File: config.mk
export PLATFORM = sky130hd
export DESIGN_NAME = lane_top
export DESIGN_NICKNAME = d
export VERILOG_FILES = /design/src/pkg_isa.sv /design/src/pkg_tpu.sv /design/src/bypass_buff.sv /design/src/exec_unit.sv /design/src/issue_decode.sv /design/src/lane_top.sv /design/src/network_s.sv /design/src/reg_file.sv
export SDC_FILE = /design/constraint.sdc
export NUM_CORES = 2
export LEC_CHECK = 0
export ABC_AREA = 0
export BUFFER_PORTS_ARGS = -buffer_cell sky130_fd_sc_hd__buf_2
export CAP_MARGIN = 20
export CORE_MARGIN = 8
export CORE_UTILIZATION = 50
export DETAILED_ROUTE_END_ITERATION = 6
export PLACE_DENSITY_LB_ADDON = 0.25
export SYNTH_ARGS = -nofsm -noshare
export SYNTH_HDL_FRONTEND = slang
export SYNTH_SLANG_ARGS = --single-unit
File: constraint.sdc
create_clock -name clock -period 16.5 [get_ports clock]
set_input_delay 1.65 -clock clock [delete_from_list [all_inputs] [get_ports clock]]
set_output_delay 1.65 -clock clock [all_outputs]
set_load 0.1 [all_outputs]
File: src/pkg_isa.sv
// Lane instruction set package with opcodes and the two instruction word forms
`default_nettype none

package pkg_isa;

	localparam int WIDTH_OPCODE		= 6;
	localparam int WIDTH_REG_IDX	= 5;
	localparam int WIDTH_IMM		= 16;

	typedef logic [WIDTH_REG_IDX-1:0]	reg_idx_t;

	typedef enum logic [WIDTH_OPCODE-1:0] {
		OP_NOP	= 6'h00,
		OP_ADD	= 6'h01,
		OP_SUB	= 6'h02,
		OP_AND	= 6'h03,
		OP_OR	= 6'h04,
		OP_XOR	= 6'h05,
		OP_MAD	= 6'h06,							// Multiply-add
		OP_ADDI	= 6'h07,							// Immediate form
		OP_MOV	= 6'h08,							// dst = src1
		OP_PAC	= 6'h09								// Emit one source on PAC port
	} opcode_t;

	////////////////////
	// Register form
	typedef struct packed {
		opcode_t		opcode;						// [31:26]
		reg_idx_t		dst;						// [25:21]
		reg_idx_t		src1;						// [20:16]
		reg_idx_t		src2;						// [15:11]
		reg_idx_t		src3;						// [10:6]
		logic [1:0]		pac_sel;					// [5:4] PAC source 1 to 3
		logic [3:0]		rsvd;						// [3:0]
	} r_form_t;

	// Immediate form, shares opcode/dst/src1 positions
	typedef struct packed {
		opcode_t				opcode;
		reg_idx_t				dst;
		reg_idx_t				src1;
		logic [WIDTH_IMM-1:0]	imm;				// Signed
	} i_form_t;

	typedef union packed {
		r_form_t	r;
		i_form_t	i;
	} instr_t;

endpackage

`default_nettype wire

File: src/pkg_tpu.sv
// Lane datapath package with data words, stage structs and lane sizing constants
`default_nettype none

package pkg_tpu;

	////////////////////
	// Lane sizing
	localparam int WIDTH_DATA		= 32;			// Lane word
	localparam int WIDTH_INDEX		= 5;			// Register index
	localparam int NUM_REGS			= 32;			// Register count
	localparam int BYPASS_BUFF_SIZE	= 4;			// Default bypass window depth

	typedef logic [WIDTH_DATA-1:0]	data_t;
	typedef logic [WIDTH_INDEX-1:0]	index_t;

	// Path select, 0 is none or ALU
	typedef logic [1:0]				path_t;
	localparam path_t PATH_NONE		= 2'd0;
	localparam path_t PATH_SRC1		= 2'd1;
	localparam path_t PATH_SRC2		= 2'd2;
	localparam path_t PATH_SRC3		= 2'd3;

	typedef enum logic [2:0] {
		ALU_ADD,									// src1 + src2
		ALU_SUB,									// src1 - src2
		ALU_AND,
		ALU_OR,
		ALU_XOR,
		ALU_MAD										// src1 * src2 + src3
	} alu_op_t;

	////////////////////
	// Stage structs
	typedef struct packed {
		logic		valid;
		alu_op_t	op;
		index_t		dst;
		index_t		src1_idx;
		index_t		src2_idx;
		index_t		src3_idx;
		logic		imm_en;							// Source 2 is the immediate
		data_t		imm;							// Already sign-extended
		path_t		sel_path;						// PAC source
		path_t		sel_path_wb;					// Writeback source
		logic		we;								// Writes dst
	} dec_t;

	typedef struct packed {
		dec_t		dec;
		data_t		data1;
		data_t		data2;
		data_t		data3;
	} opnd_t;

	typedef struct packed {
		logic		valid;
		index_t		dst;
		data_t		data;
	} wb_t;

endpackage

`default_nettype wire

File: src/bypass_buff.sv
// Bypass window of recent writebacks forwarding the newest match per source index
`timescale 1ns/1ps
`default_nettype none

module bypass_buff
	import pkg_tpu::*;
#(
	parameter int BUFF_SIZE	= 4
)(
	input	logic		clock,
	input	logic		reset,
	input	wb_t		wb,							// Live writeback
	input	index_t		idx1,
	input	index_t		idx2,
	input	index_t		idx3,
	input	data_t		src1,						// Register file values
	input	data_t		src2,
	input	data_t		src3,
	output	data_t		out1,						// Corrected operands
	output	data_t		out2,
	output	data_t		out3
);

	wb_t				win [BUFF_SIZE];			// Entry 0 is the newest

	////////////////////
	// Window shift
	always_ff @(posedge clock) begin
		if (reset) begin
			for (int i = 0; i < BUFF_SIZE; i++)
				win[i].valid <= 1'b0;
		end
		else if (wb.valid) begin
			win[0] <= wb;							// Only real writes enter
			for (int i = 1; i < BUFF_SIZE; i++)
				win[i] <= win[i-1];
		end
	end

	// Newest match wins. Walk oldest to newest, then the live writeback
	function automatic data_t lookup(input index_t idx, input data_t reg_val);
		data_t	val;
		val = reg_val;								// No match, keep register value
		for (int i = BUFF_SIZE-1; i >= 0; i--) begin
			if (win[i].valid && (win[i].dst == idx))
				val = win[i].data;
		end
		if (wb.valid && (wb.dst == idx))
			val = wb.data;							// Live result beats window
		return val;
	endfunction

	////////////////////
	// Source correction
	always_comb begin
		out1 = lookup(idx1, src1);
		out2 = lookup(idx2, src2);
		out3 = lookup(idx3, src3);
	end

endmodule

`default_nettype wire

File: src/exec_unit.sv
// ALU stage producing the registered writeback and PAC results of the lane
`timescale 1ns/1ps
`default_nettype none

module exec_unit
	import pkg_tpu::*;
(
	input	logic		clock,
	input	logic		reset,
	input	opnd_t		opnd,						// From operand network
	output	wb_t		wb,							// To regfile, network and top
	output	logic		pac_valid,
	output	data_t		pac_data
);

	data_t				a;							// Operands after last-result forward
	data_t				b;
	data_t				c;
	data_t				alu_res;
	data_t				wb_val;
	data_t				pac_val;

	// Previous instruction was still here when the network sampled its sources
	always_comb begin
		a = (wb.valid && (wb.dst == opnd.dec.src1_idx)) ? wb.data : opnd.data1;
		b = (wb.valid && (wb.dst == opnd.dec.src2_idx) && !opnd.dec.imm_en) ?
			wb.data : opnd.data2;					// Immediate never forwarded over
		c = (wb.valid && (wb.dst == opnd.dec.src3_idx)) ? wb.data : opnd.data3;
	end

	////////////////////
	// ALU and path select
	always_comb begin
		case (opnd.dec.op)
			ALU_ADD:	alu_res = a + b;			// Also ADDI
			ALU_SUB:	alu_res = a - b;
			ALU_AND:	alu_res = a & b;
			ALU_OR:		alu_res = a | b;
			ALU_XOR:	alu_res = a ^ b;
			ALU_MAD:	alu_res = a * b + c;		// Truncated to 32 bits
			default:	alu_res = a + b;
		endcase

		case (opnd.dec.sel_path_wb)
			PATH_SRC1:	wb_val = a;					// MOV
			PATH_SRC2:	wb_val = b;
			PATH_SRC3:	wb_val = c;
			default:	wb_val = alu_res;
		endcase

		case (opnd.dec.sel_path)
			PATH_SRC1:	pac_val = a;
			PATH_SRC2:	pac_val = b;
			PATH_SRC3:	pac_val = c;
			default:	pac_val = '0;				// PATH_NONE
		endcase
	end

	////////////////////
	// Output registers
	always_ff @(posedge clock) begin
		if (reset) begin
			wb			<= '0;
			pac_valid	<= 1'b0;
			pac_data	<= '0;
		end
		else begin
			wb.valid	<= opnd.dec.valid && opnd.dec.we;
			pac_valid	<= opnd.dec.valid && (opnd.dec.sel_path != PATH_NONE);
			if (opnd.dec.valid && opnd.dec.we) begin
				wb.dst	<= opnd.dec.dst;			// Hold last result otherwise
				wb.data	<= wb_val;
			end
			if (opnd.dec.valid && (opnd.dec.sel_path != PATH_NONE))
				pac_data <= pac_val;
		end
	end

endmodule

`default_nettype wire

File: src/issue_decode.sv
// Decode stage turning a strobed instruction word into the decoded control struct
`timescale 1ns/1ps
`default_nettype none

module issue_decode
	import pkg_tpu::*;
	import pkg_isa::*;
(
	input	logic		clock,
	input	logic		reset,
	input	logic		instr_valid,				// One-cycle strobe
	input	instr_t		instr,
	output	dec_t		dec							// To register read
);

	dec_t				dec_next;

	always_comb begin
		dec_next				= '0;
		dec_next.dst			= instr.r.dst;		// Register form by default
		dec_next.src1_idx		= instr.r.src1;
		dec_next.src2_idx		= instr.r.src2;
		dec_next.src3_idx		= instr.r.src3;
		dec_next.sel_path		= PATH_NONE;
		dec_next.sel_path_wb	= PATH_NONE;		// ALU result
		dec_next.op				= ALU_ADD;

		case (instr.r.opcode)
			OP_ADD:		dec_next.op = ALU_ADD;
			OP_SUB:		dec_next.op = ALU_SUB;
			OP_AND:		dec_next.op = ALU_AND;
			OP_OR:		dec_next.op = ALU_OR;
			OP_XOR:		dec_next.op = ALU_XOR;
			OP_MAD:		dec_next.op = ALU_MAD;
			default:	dec_next.op = ALU_ADD;		// ADDI and non-ALU ops
		endcase

		case (instr.r.opcode)
			OP_ADD, OP_SUB, OP_AND, OP_OR, OP_XOR, OP_MAD: begin
				dec_next.valid		= instr_valid;
				dec_next.we			= 1'b1;
			end
			OP_ADDI: begin							// Word read as immediate form
				dec_next.valid		= instr_valid;
				dec_next.we			= 1'b1;
				dec_next.dst		= instr.i.dst;
				dec_next.src1_idx	= instr.i.src1;
				dec_next.src2_idx	= '0;			// Port unused, imm takes over
				dec_next.src3_idx	= '0;
				dec_next.imm_en		= 1'b1;
				dec_next.imm		= data_t'($signed(instr.i.imm));
			end
			OP_MOV: begin
				dec_next.valid		= instr_valid;
				dec_next.we			= 1'b1;
				dec_next.sel_path_wb	= PATH_SRC1;	// Copy source 1
			end
			OP_PAC: begin
				// pac_sel of 0 names no source, dropped
				dec_next.valid		= instr_valid && (instr.r.pac_sel != 2'd0);
				dec_next.sel_path	= path_t'(instr.r.pac_sel);
			end
			default: ;								// NOP and unknown stay invalid
		endcase
	end

	always_ff @(posedge clock) begin
		if (reset)
			dec <= '0;
		else
			dec <= dec_next;
	end

endmodule

`default_nettype wire

File: src/lane_top.sv
// Lane top chaining decode, register read, operand network and ALU stages
`timescale 1ns/1ps
`default_nettype none

module lane_top
	import pkg_tpu::*;
	import pkg_isa::*;
#(
	parameter int NUM_REGS			= pkg_tpu::NUM_REGS,
	parameter int BYPASS_BUFF_SIZE	= pkg_tpu::BYPASS_BUFF_SIZE
)(
	input	logic		clock,
	input	logic		reset,
	input	logic		instr_valid,				// Strobe, no back-pressure
	input	instr_t		instr,
	output	logic		result_valid,				// 4 cycles after strobe
	output	index_t		result_dst,
	output	data_t		result_data,
	output	logic		pac_valid,
	output	data_t		pac_data
);

	dec_t				dec;						// Decode to regfile
	opnd_t				opnd_rf;					// Regfile to network
	opnd_t				opnd_net;					// Network to exec
	wb_t				wb;							// Writeback loop

	issue_decode decode0 (
		.clock			(clock),
		.reset			(reset),
		.instr_valid	(instr_valid),
		.instr			(instr),
		.dec			(dec)
	);

	reg_file #(
		.NUM_REGS		(NUM_REGS)
	) regs0 (
		.clock			(clock),
		.reset			(reset),
		.dec			(dec),
		.wb				(wb),
		.opnd			(opnd_rf)
	);

	network_s #(
		.BYPASS_BUFF_SIZE	(BYPASS_BUFF_SIZE)
	) network0 (
		.clock			(clock),
		.reset			(reset),
		.opnd_in		(opnd_rf),
		.wb				(wb),
		.opnd_out		(opnd_net)
	);

	exec_unit exec0 (
		.clock			(clock),
		.reset			(reset),
		.opnd			(opnd_net),
		.wb				(wb),
		.pac_valid		(pac_valid),
		.pac_data		(pac_data)
	);

	assign result_valid	= wb.valid;
	assign result_dst	= wb.dst;
	assign result_data	= wb.data;

endmodule

`default_nettype wire

File: src/network_s.sv
// Operand network correcting sources through the bypass window ahead of the ALU
`timescale 1ns/1ps
`default_nettype none

module network_s
	import pkg_tpu::*;
#(
	parameter int BYPASS_BUFF_SIZE	= pkg_tpu::BYPASS_BUFF_SIZE
)(
	input	logic		clock,
	input	logic		reset,
	input	opnd_t		opnd_in,					// From register file
	input	wb_t		wb,							// From exec unit
	output	opnd_t		opnd_out					// To exec unit
);

	data_t				fwd1;						// Bypass-corrected sources
	data_t				fwd2;
	data_t				fwd3;
	opnd_t				opnd_next;

	bypass_buff #(
		.BUFF_SIZE	(BYPASS_BUFF_SIZE)
	) bypass0 (
		.clock		(clock),
		.reset		(reset),
		.wb			(wb),
		.idx1		(opnd_in.dec.src1_idx),
		.idx2		(opnd_in.dec.src2_idx),
		.idx3		(opnd_in.dec.src3_idx),
		.src1		(opnd_in.data1),
		.src2		(opnd_in.data2),
		.src3		(opnd_in.data3),
		.out1		(fwd1),
		.out2		(fwd2),
		.out3		(fwd3)
	);

	////////////////////
	// Operand select
	always_comb begin
		opnd_next		= opnd_in;					// Control and path selects pass on
		opnd_next.data1	= fwd1;
		opnd_next.data2	= opnd_in.dec.imm_en ? opnd_in.dec.imm : fwd2;	// ADDI imm
		opnd_next.data3	= fwd3;
	end

	always_ff @(posedge clock) begin
		if (reset)
			opnd_out <= '0;
		else
			opnd_out <= opnd_next;
	end

endmodule

`default_nettype wire

File: src/reg_file.sv
// Lane register file with three registered read ports and one write port
`timescale 1ns/1ps
`default_nettype none

module reg_file
	import pkg_tpu::*;
#(
	parameter int NUM_REGS	= pkg_tpu::NUM_REGS
)(
	input	logic		clock,
	input	logic		reset,
	input	dec_t		dec,						// From decode
	input	wb_t		wb,							// From exec unit
	output	opnd_t		opnd						// To operand network
);

	data_t				regs [NUM_REGS];			// Architectural registers

	////////////////////
	// Write port
	always_ff @(posedge clock) begin
		if (reset) begin
			for (int i = 0; i < NUM_REGS; i++)
				regs[i] <= '0;						// All registers read zero
		end
		else if (wb.valid) begin
			regs[wb.dst] <= wb.data;
		end
	end

	////////////////////
	// Read ports
	// Same-cycle write not visible here, the bypass window covers it
	always_ff @(posedge clock) begin
		if (reset) begin
			opnd <= '0;
		end
		else begin
			opnd.dec	<= dec;						// Control rides along
			opnd.data1	<= regs[dec.src1_idx];
			opnd.data2	<= regs[dec.src2_idx];
			opnd.data3	<= regs[dec.src3_idx];
		end
	end

endmodule

`default_nettype wire

==> results.yml <==
cells_and_area:
  most-common-layout-cells: "sky130_fd_sc_hd__edfxtp_1 (1,176), sky130_fd_sc_hd__and2_1 (1,056), sky130_fd_sc_hd__mux4_2 (960)"
  multi_input_area_um2: 56700
  final_net_count: 8811
  layout-area-overhead-vs-synth_pct: 8.40
  total_of_fill_cells_in_the_finished_design: 17241
  regArea_um2: 43000
  finalInstanceArea_um2: 113000
  drive_above_1_share_pct: 20.8
  layout_commonest_cell: "sky130_fd_sc_hd__edfxtp_1"
route:
  wl_met1_mm: 138
  ant_nets_after_route: 0
  drt_iter0_drc: 10222
  top_layer_used: "met5"
  routed_wire_length_per_instance_um: 33.9
  routed_wirelength_mm: 375
  met2RoutedLength_mm: 165
  detail_route.first_pass.iterations: 7
  dr_total_vias: 73889
  met3_length_mm: 49.6
  vias_per_cell: 6.69
  drc_errors: 1
die:
  placement_rows: 167
  io_pins: 106
  design.core.area_um2: 207000
  start_util_pct: 50.3
  chipWidth_um: 473
  dieHeight_um: 473
  dieArea_um2: 223000
grt:
  first_pass_grt_wire_length_mm: 535
  grt_start_max_net_pins: 152
  grt_antenna_before_repair: 23
  grt-ovfl-total: 0
  via_count_of_the_first_global_routing_pass: 73530
  gr-usage-all-layers_pct: 32.9
cts:
  worst_skew_pair.late_latency_ps: 830
  clock_path_buffers: 3
  htreeDepth: 4
  cts_made_buffers: 168
  hold_fix_buffers_at_cts: 0
  post_cts_buffers: 0
  clkSlewWorstSetupHoldPaths_ps: 60
  clock_tree_from_tritoncts: "yes"
  cts.repair.resized: 0
  clockRootBuffer: "sky130_fd_sc_hd__clkbuf_16"
  cts.sinks: 1558
logic_synthesis:
  async_flop_share_pct: 0
  edff_count_synth: 1176
  syn_area_um2: 104000
  ys_seq_area_share_pct: 41.2
  synth.ff_latch_count: 1558
  yosys_most_used_dff: "sky130_fd_sc_hd__edfxtp_1"
  synth.lib_cells_used.distinct: 73
  synth_top_area_cell: "sky130_fd_sc_hd__edfxtp_1"
  synth_area_leaders: "sky130_fd_sc_hd__edfxtp_1 (34%), sky130_fd_sc_hd__mux4_2 (21%), sky130_fd_sc_hd__fa_1 (8.4%)"
  syn_area_per_cell_um2: 12.4
  yosys_warnings: 0
  mappedNetlistNets: 9078
  syn-instance-count: 8384
  synth_top_area_share_pct: 33.9
setup_path:
  critical_path_cell_count: 30
  rr_endpoint: "exec0.wb[30]"
  critPathLaunch: "exec0.wb[36]"
  critical_path_class: "register to register"
  max_stage_delay_ps: 960
  critPathBufInv: 6
  critical_path.max_fanout: 32
  setup.worst_path.end_class: "register"
  timing.critical_path.slowest_stage_cell: "sky130_fd_sc_hd__a221oi_1"
  crit_path_start_kind: "register"
  crit_end: "exec0.wb[30]"
  worstPathRequired_ps: 17140
  critPathArrivalTime_ps: 11720
  worst_path_most_repeated_cell: "sky130_fd_sc_hd__fa_1"
  timing.critical_path.max_delay_family: "adder cells"
  reg2reg_from: "exec0.wb[36]"
  r2r_cells: 30
  worst_case_register_to_register_setup_slack_ps: 5420
placement:
  postPlaceCellArea_um2: 108000
  hpwl_mm: 244
  gp_congestion: 1.01
  placement.io_buffers: 105
sta:
  fin_crit_sh_pct: 67.1
  tightestPinTransition_ps: 1200
  timing.fmax_mhz: 90.3
  slew_violations: 0
  hold_viol: 0
  setup_repair_after_global_routing_missed_its_margin: "no"
  skew_ps: 37.4
  slew_headroom_pct: 20.1
  finalSetupViolCount: 0
  fin_tns_setup_ps: 0
  min_period_ps: 11080
pwr:
  pwr_density_cell_nw_per_um2: 86.9
  leakage_power_uw: 0.0419
  finalPower_uw: 9830
  power.ir.vdd_worst_mv: 0.109
run_status:
  violations_in_the_final_reports: "design-rule violations"
  run_status: "finished, violations left"
job:
  maxCapViolCount: 0
hold_path:
  min_path_type: "register to register"
report_power, final:
group / switching [uW] / leakage [uW] / total, uW / internal, uW
registers: 112 / 0.0151 / 4440 / 4330
clock network: 1650 / 0.00265 / 3780 / 2130
logic: 951 / 0.0242 / 1610 / 655
routing by layer:
| metal | track usage, % | up-vias |
|---|---|---|
| met5 | 0 | - |
| met1 | 43.4 | 37784 |
| met3 | 10.5 | 1153 |
| met4 | 16.5 | 10 |
| met2 | 49.4 | 5343 |
| li1 | - | 29599 |
registers in the layout (all words and copies together) (netlist names):
register / flops
decode0.dec: 45
network0.opnd_out: 125
exec0.pac_data: 32
regs0.opnd: 141
regs0.regs: 1024
network0.bypass0.win: 152
exec0.wb: 38
exec0.pac_valid: 1
synth_stat cells (43+ instances only):
cell type / instances
sky130_fd_sc_hd__xor2_1: 96
sky130_fd_sc_hd__a211oi_1: 222
sky130_fd_sc_hd__clkbuf_1: 611
sky130_fd_sc_hd__buf_1: 134
sky130_fd_sc_hd__nor2_1: 867
sky130_fd_sc_hd__mux2_2: 43
sky130_fd_sc_hd__dfxtp_1: 382
sky130_fd_sc_hd__xnor2_1: 132
sky130_fd_sc_hd__o21ai_0: 70
sky130_fd_sc_hd__fa_1: 439
sky130_fd_sc_hd__mux2i_1: 249
sky130_fd_sc_hd__and2_1: 1055
sky130_fd_sc_hd__edfxtp_1: 1176
sky130_fd_sc_hd__inv_1: 522
sky130_fd_sc_hd__a21oi_1: 345
sky130_fd_sc_hd__ha_1: 220
sky130_fd_sc_hd__nand2_1: 325
sky130_fd_sc_hd__mux4_2: 960
sky130_fd_sc_hd__nor2b_1: 101
layout make-up:
class	instances	share of cell area [%]
clock inverter	81	0.658
antenna	6	0.0133
inverter	561	1.86
tap	2788	3.09
sequential	1558	38.0
timing repair buffer	321	2.02
multi-input combinational	5507	50.2
clock buffer	228	4.14
worst register-to-register path: cells and delay by family, from the launching register on:
| kind | cells | cell delay, ps |
|---|---|---|
| fa+ha+maj | 9 | 3820 |
| compound gates | 8 | 2700 |
| buf+inv | 6 | 1570 |
| simple gates | 4 | 1060 |
| mux | 2 | 840 |
| flops | 1 | 740 |
| xor+xnor | 1 | 160 |
stage by stage:
stage | hold slack, ps | cells | util (%) | setup slack (ps)
after floorplan | 414 | 8384 | - | 6870
after global placement | 417 | 10733 | 51.9 | 5820
after detailed placement | 423 | 10733 | 51.9 | 5670
after CTS | 426 | 11042 | 54.5 | 5590
after global routing | 441 | 11045 | 54.5 | 5010
final | 424 | 11050 | 54.5 | 5420
cell families after synthesis:
logic type / after synthesis / share of synthesized area (%)
fa+ha+maj: 659 / 11.1
flops: 1558 / 41.2
simple gates: 2522 / 12.3
xor+xnor: 229 / 1.94
compound gates: 838 / 5.08
mux: 1259 / 23.7
buf+inv: 1319 / 4.79
worst min path at each step:
stage                             end  cells after the start       startpoint  slack [ps]
2_1_floorplan  network0.opnd_out[100]                      1  regs0.opnd[100]         410
3_3_place_gp          regs0.opnd[151]                      1  decode0.dec[55]         420
3_5_place_dp          regs0.opnd[149]                      1  decode0.dec[53]         420
4_1_cts               regs0.opnd[114]                      1  decode0.dec[18]         430
5_1_grt               regs0.opnd[133]                      1  decode0.dec[37]         440
6_report              regs0.opnd[114]                      1  decode0.dec[18]         420
Power figures use the tool's default switching activity.
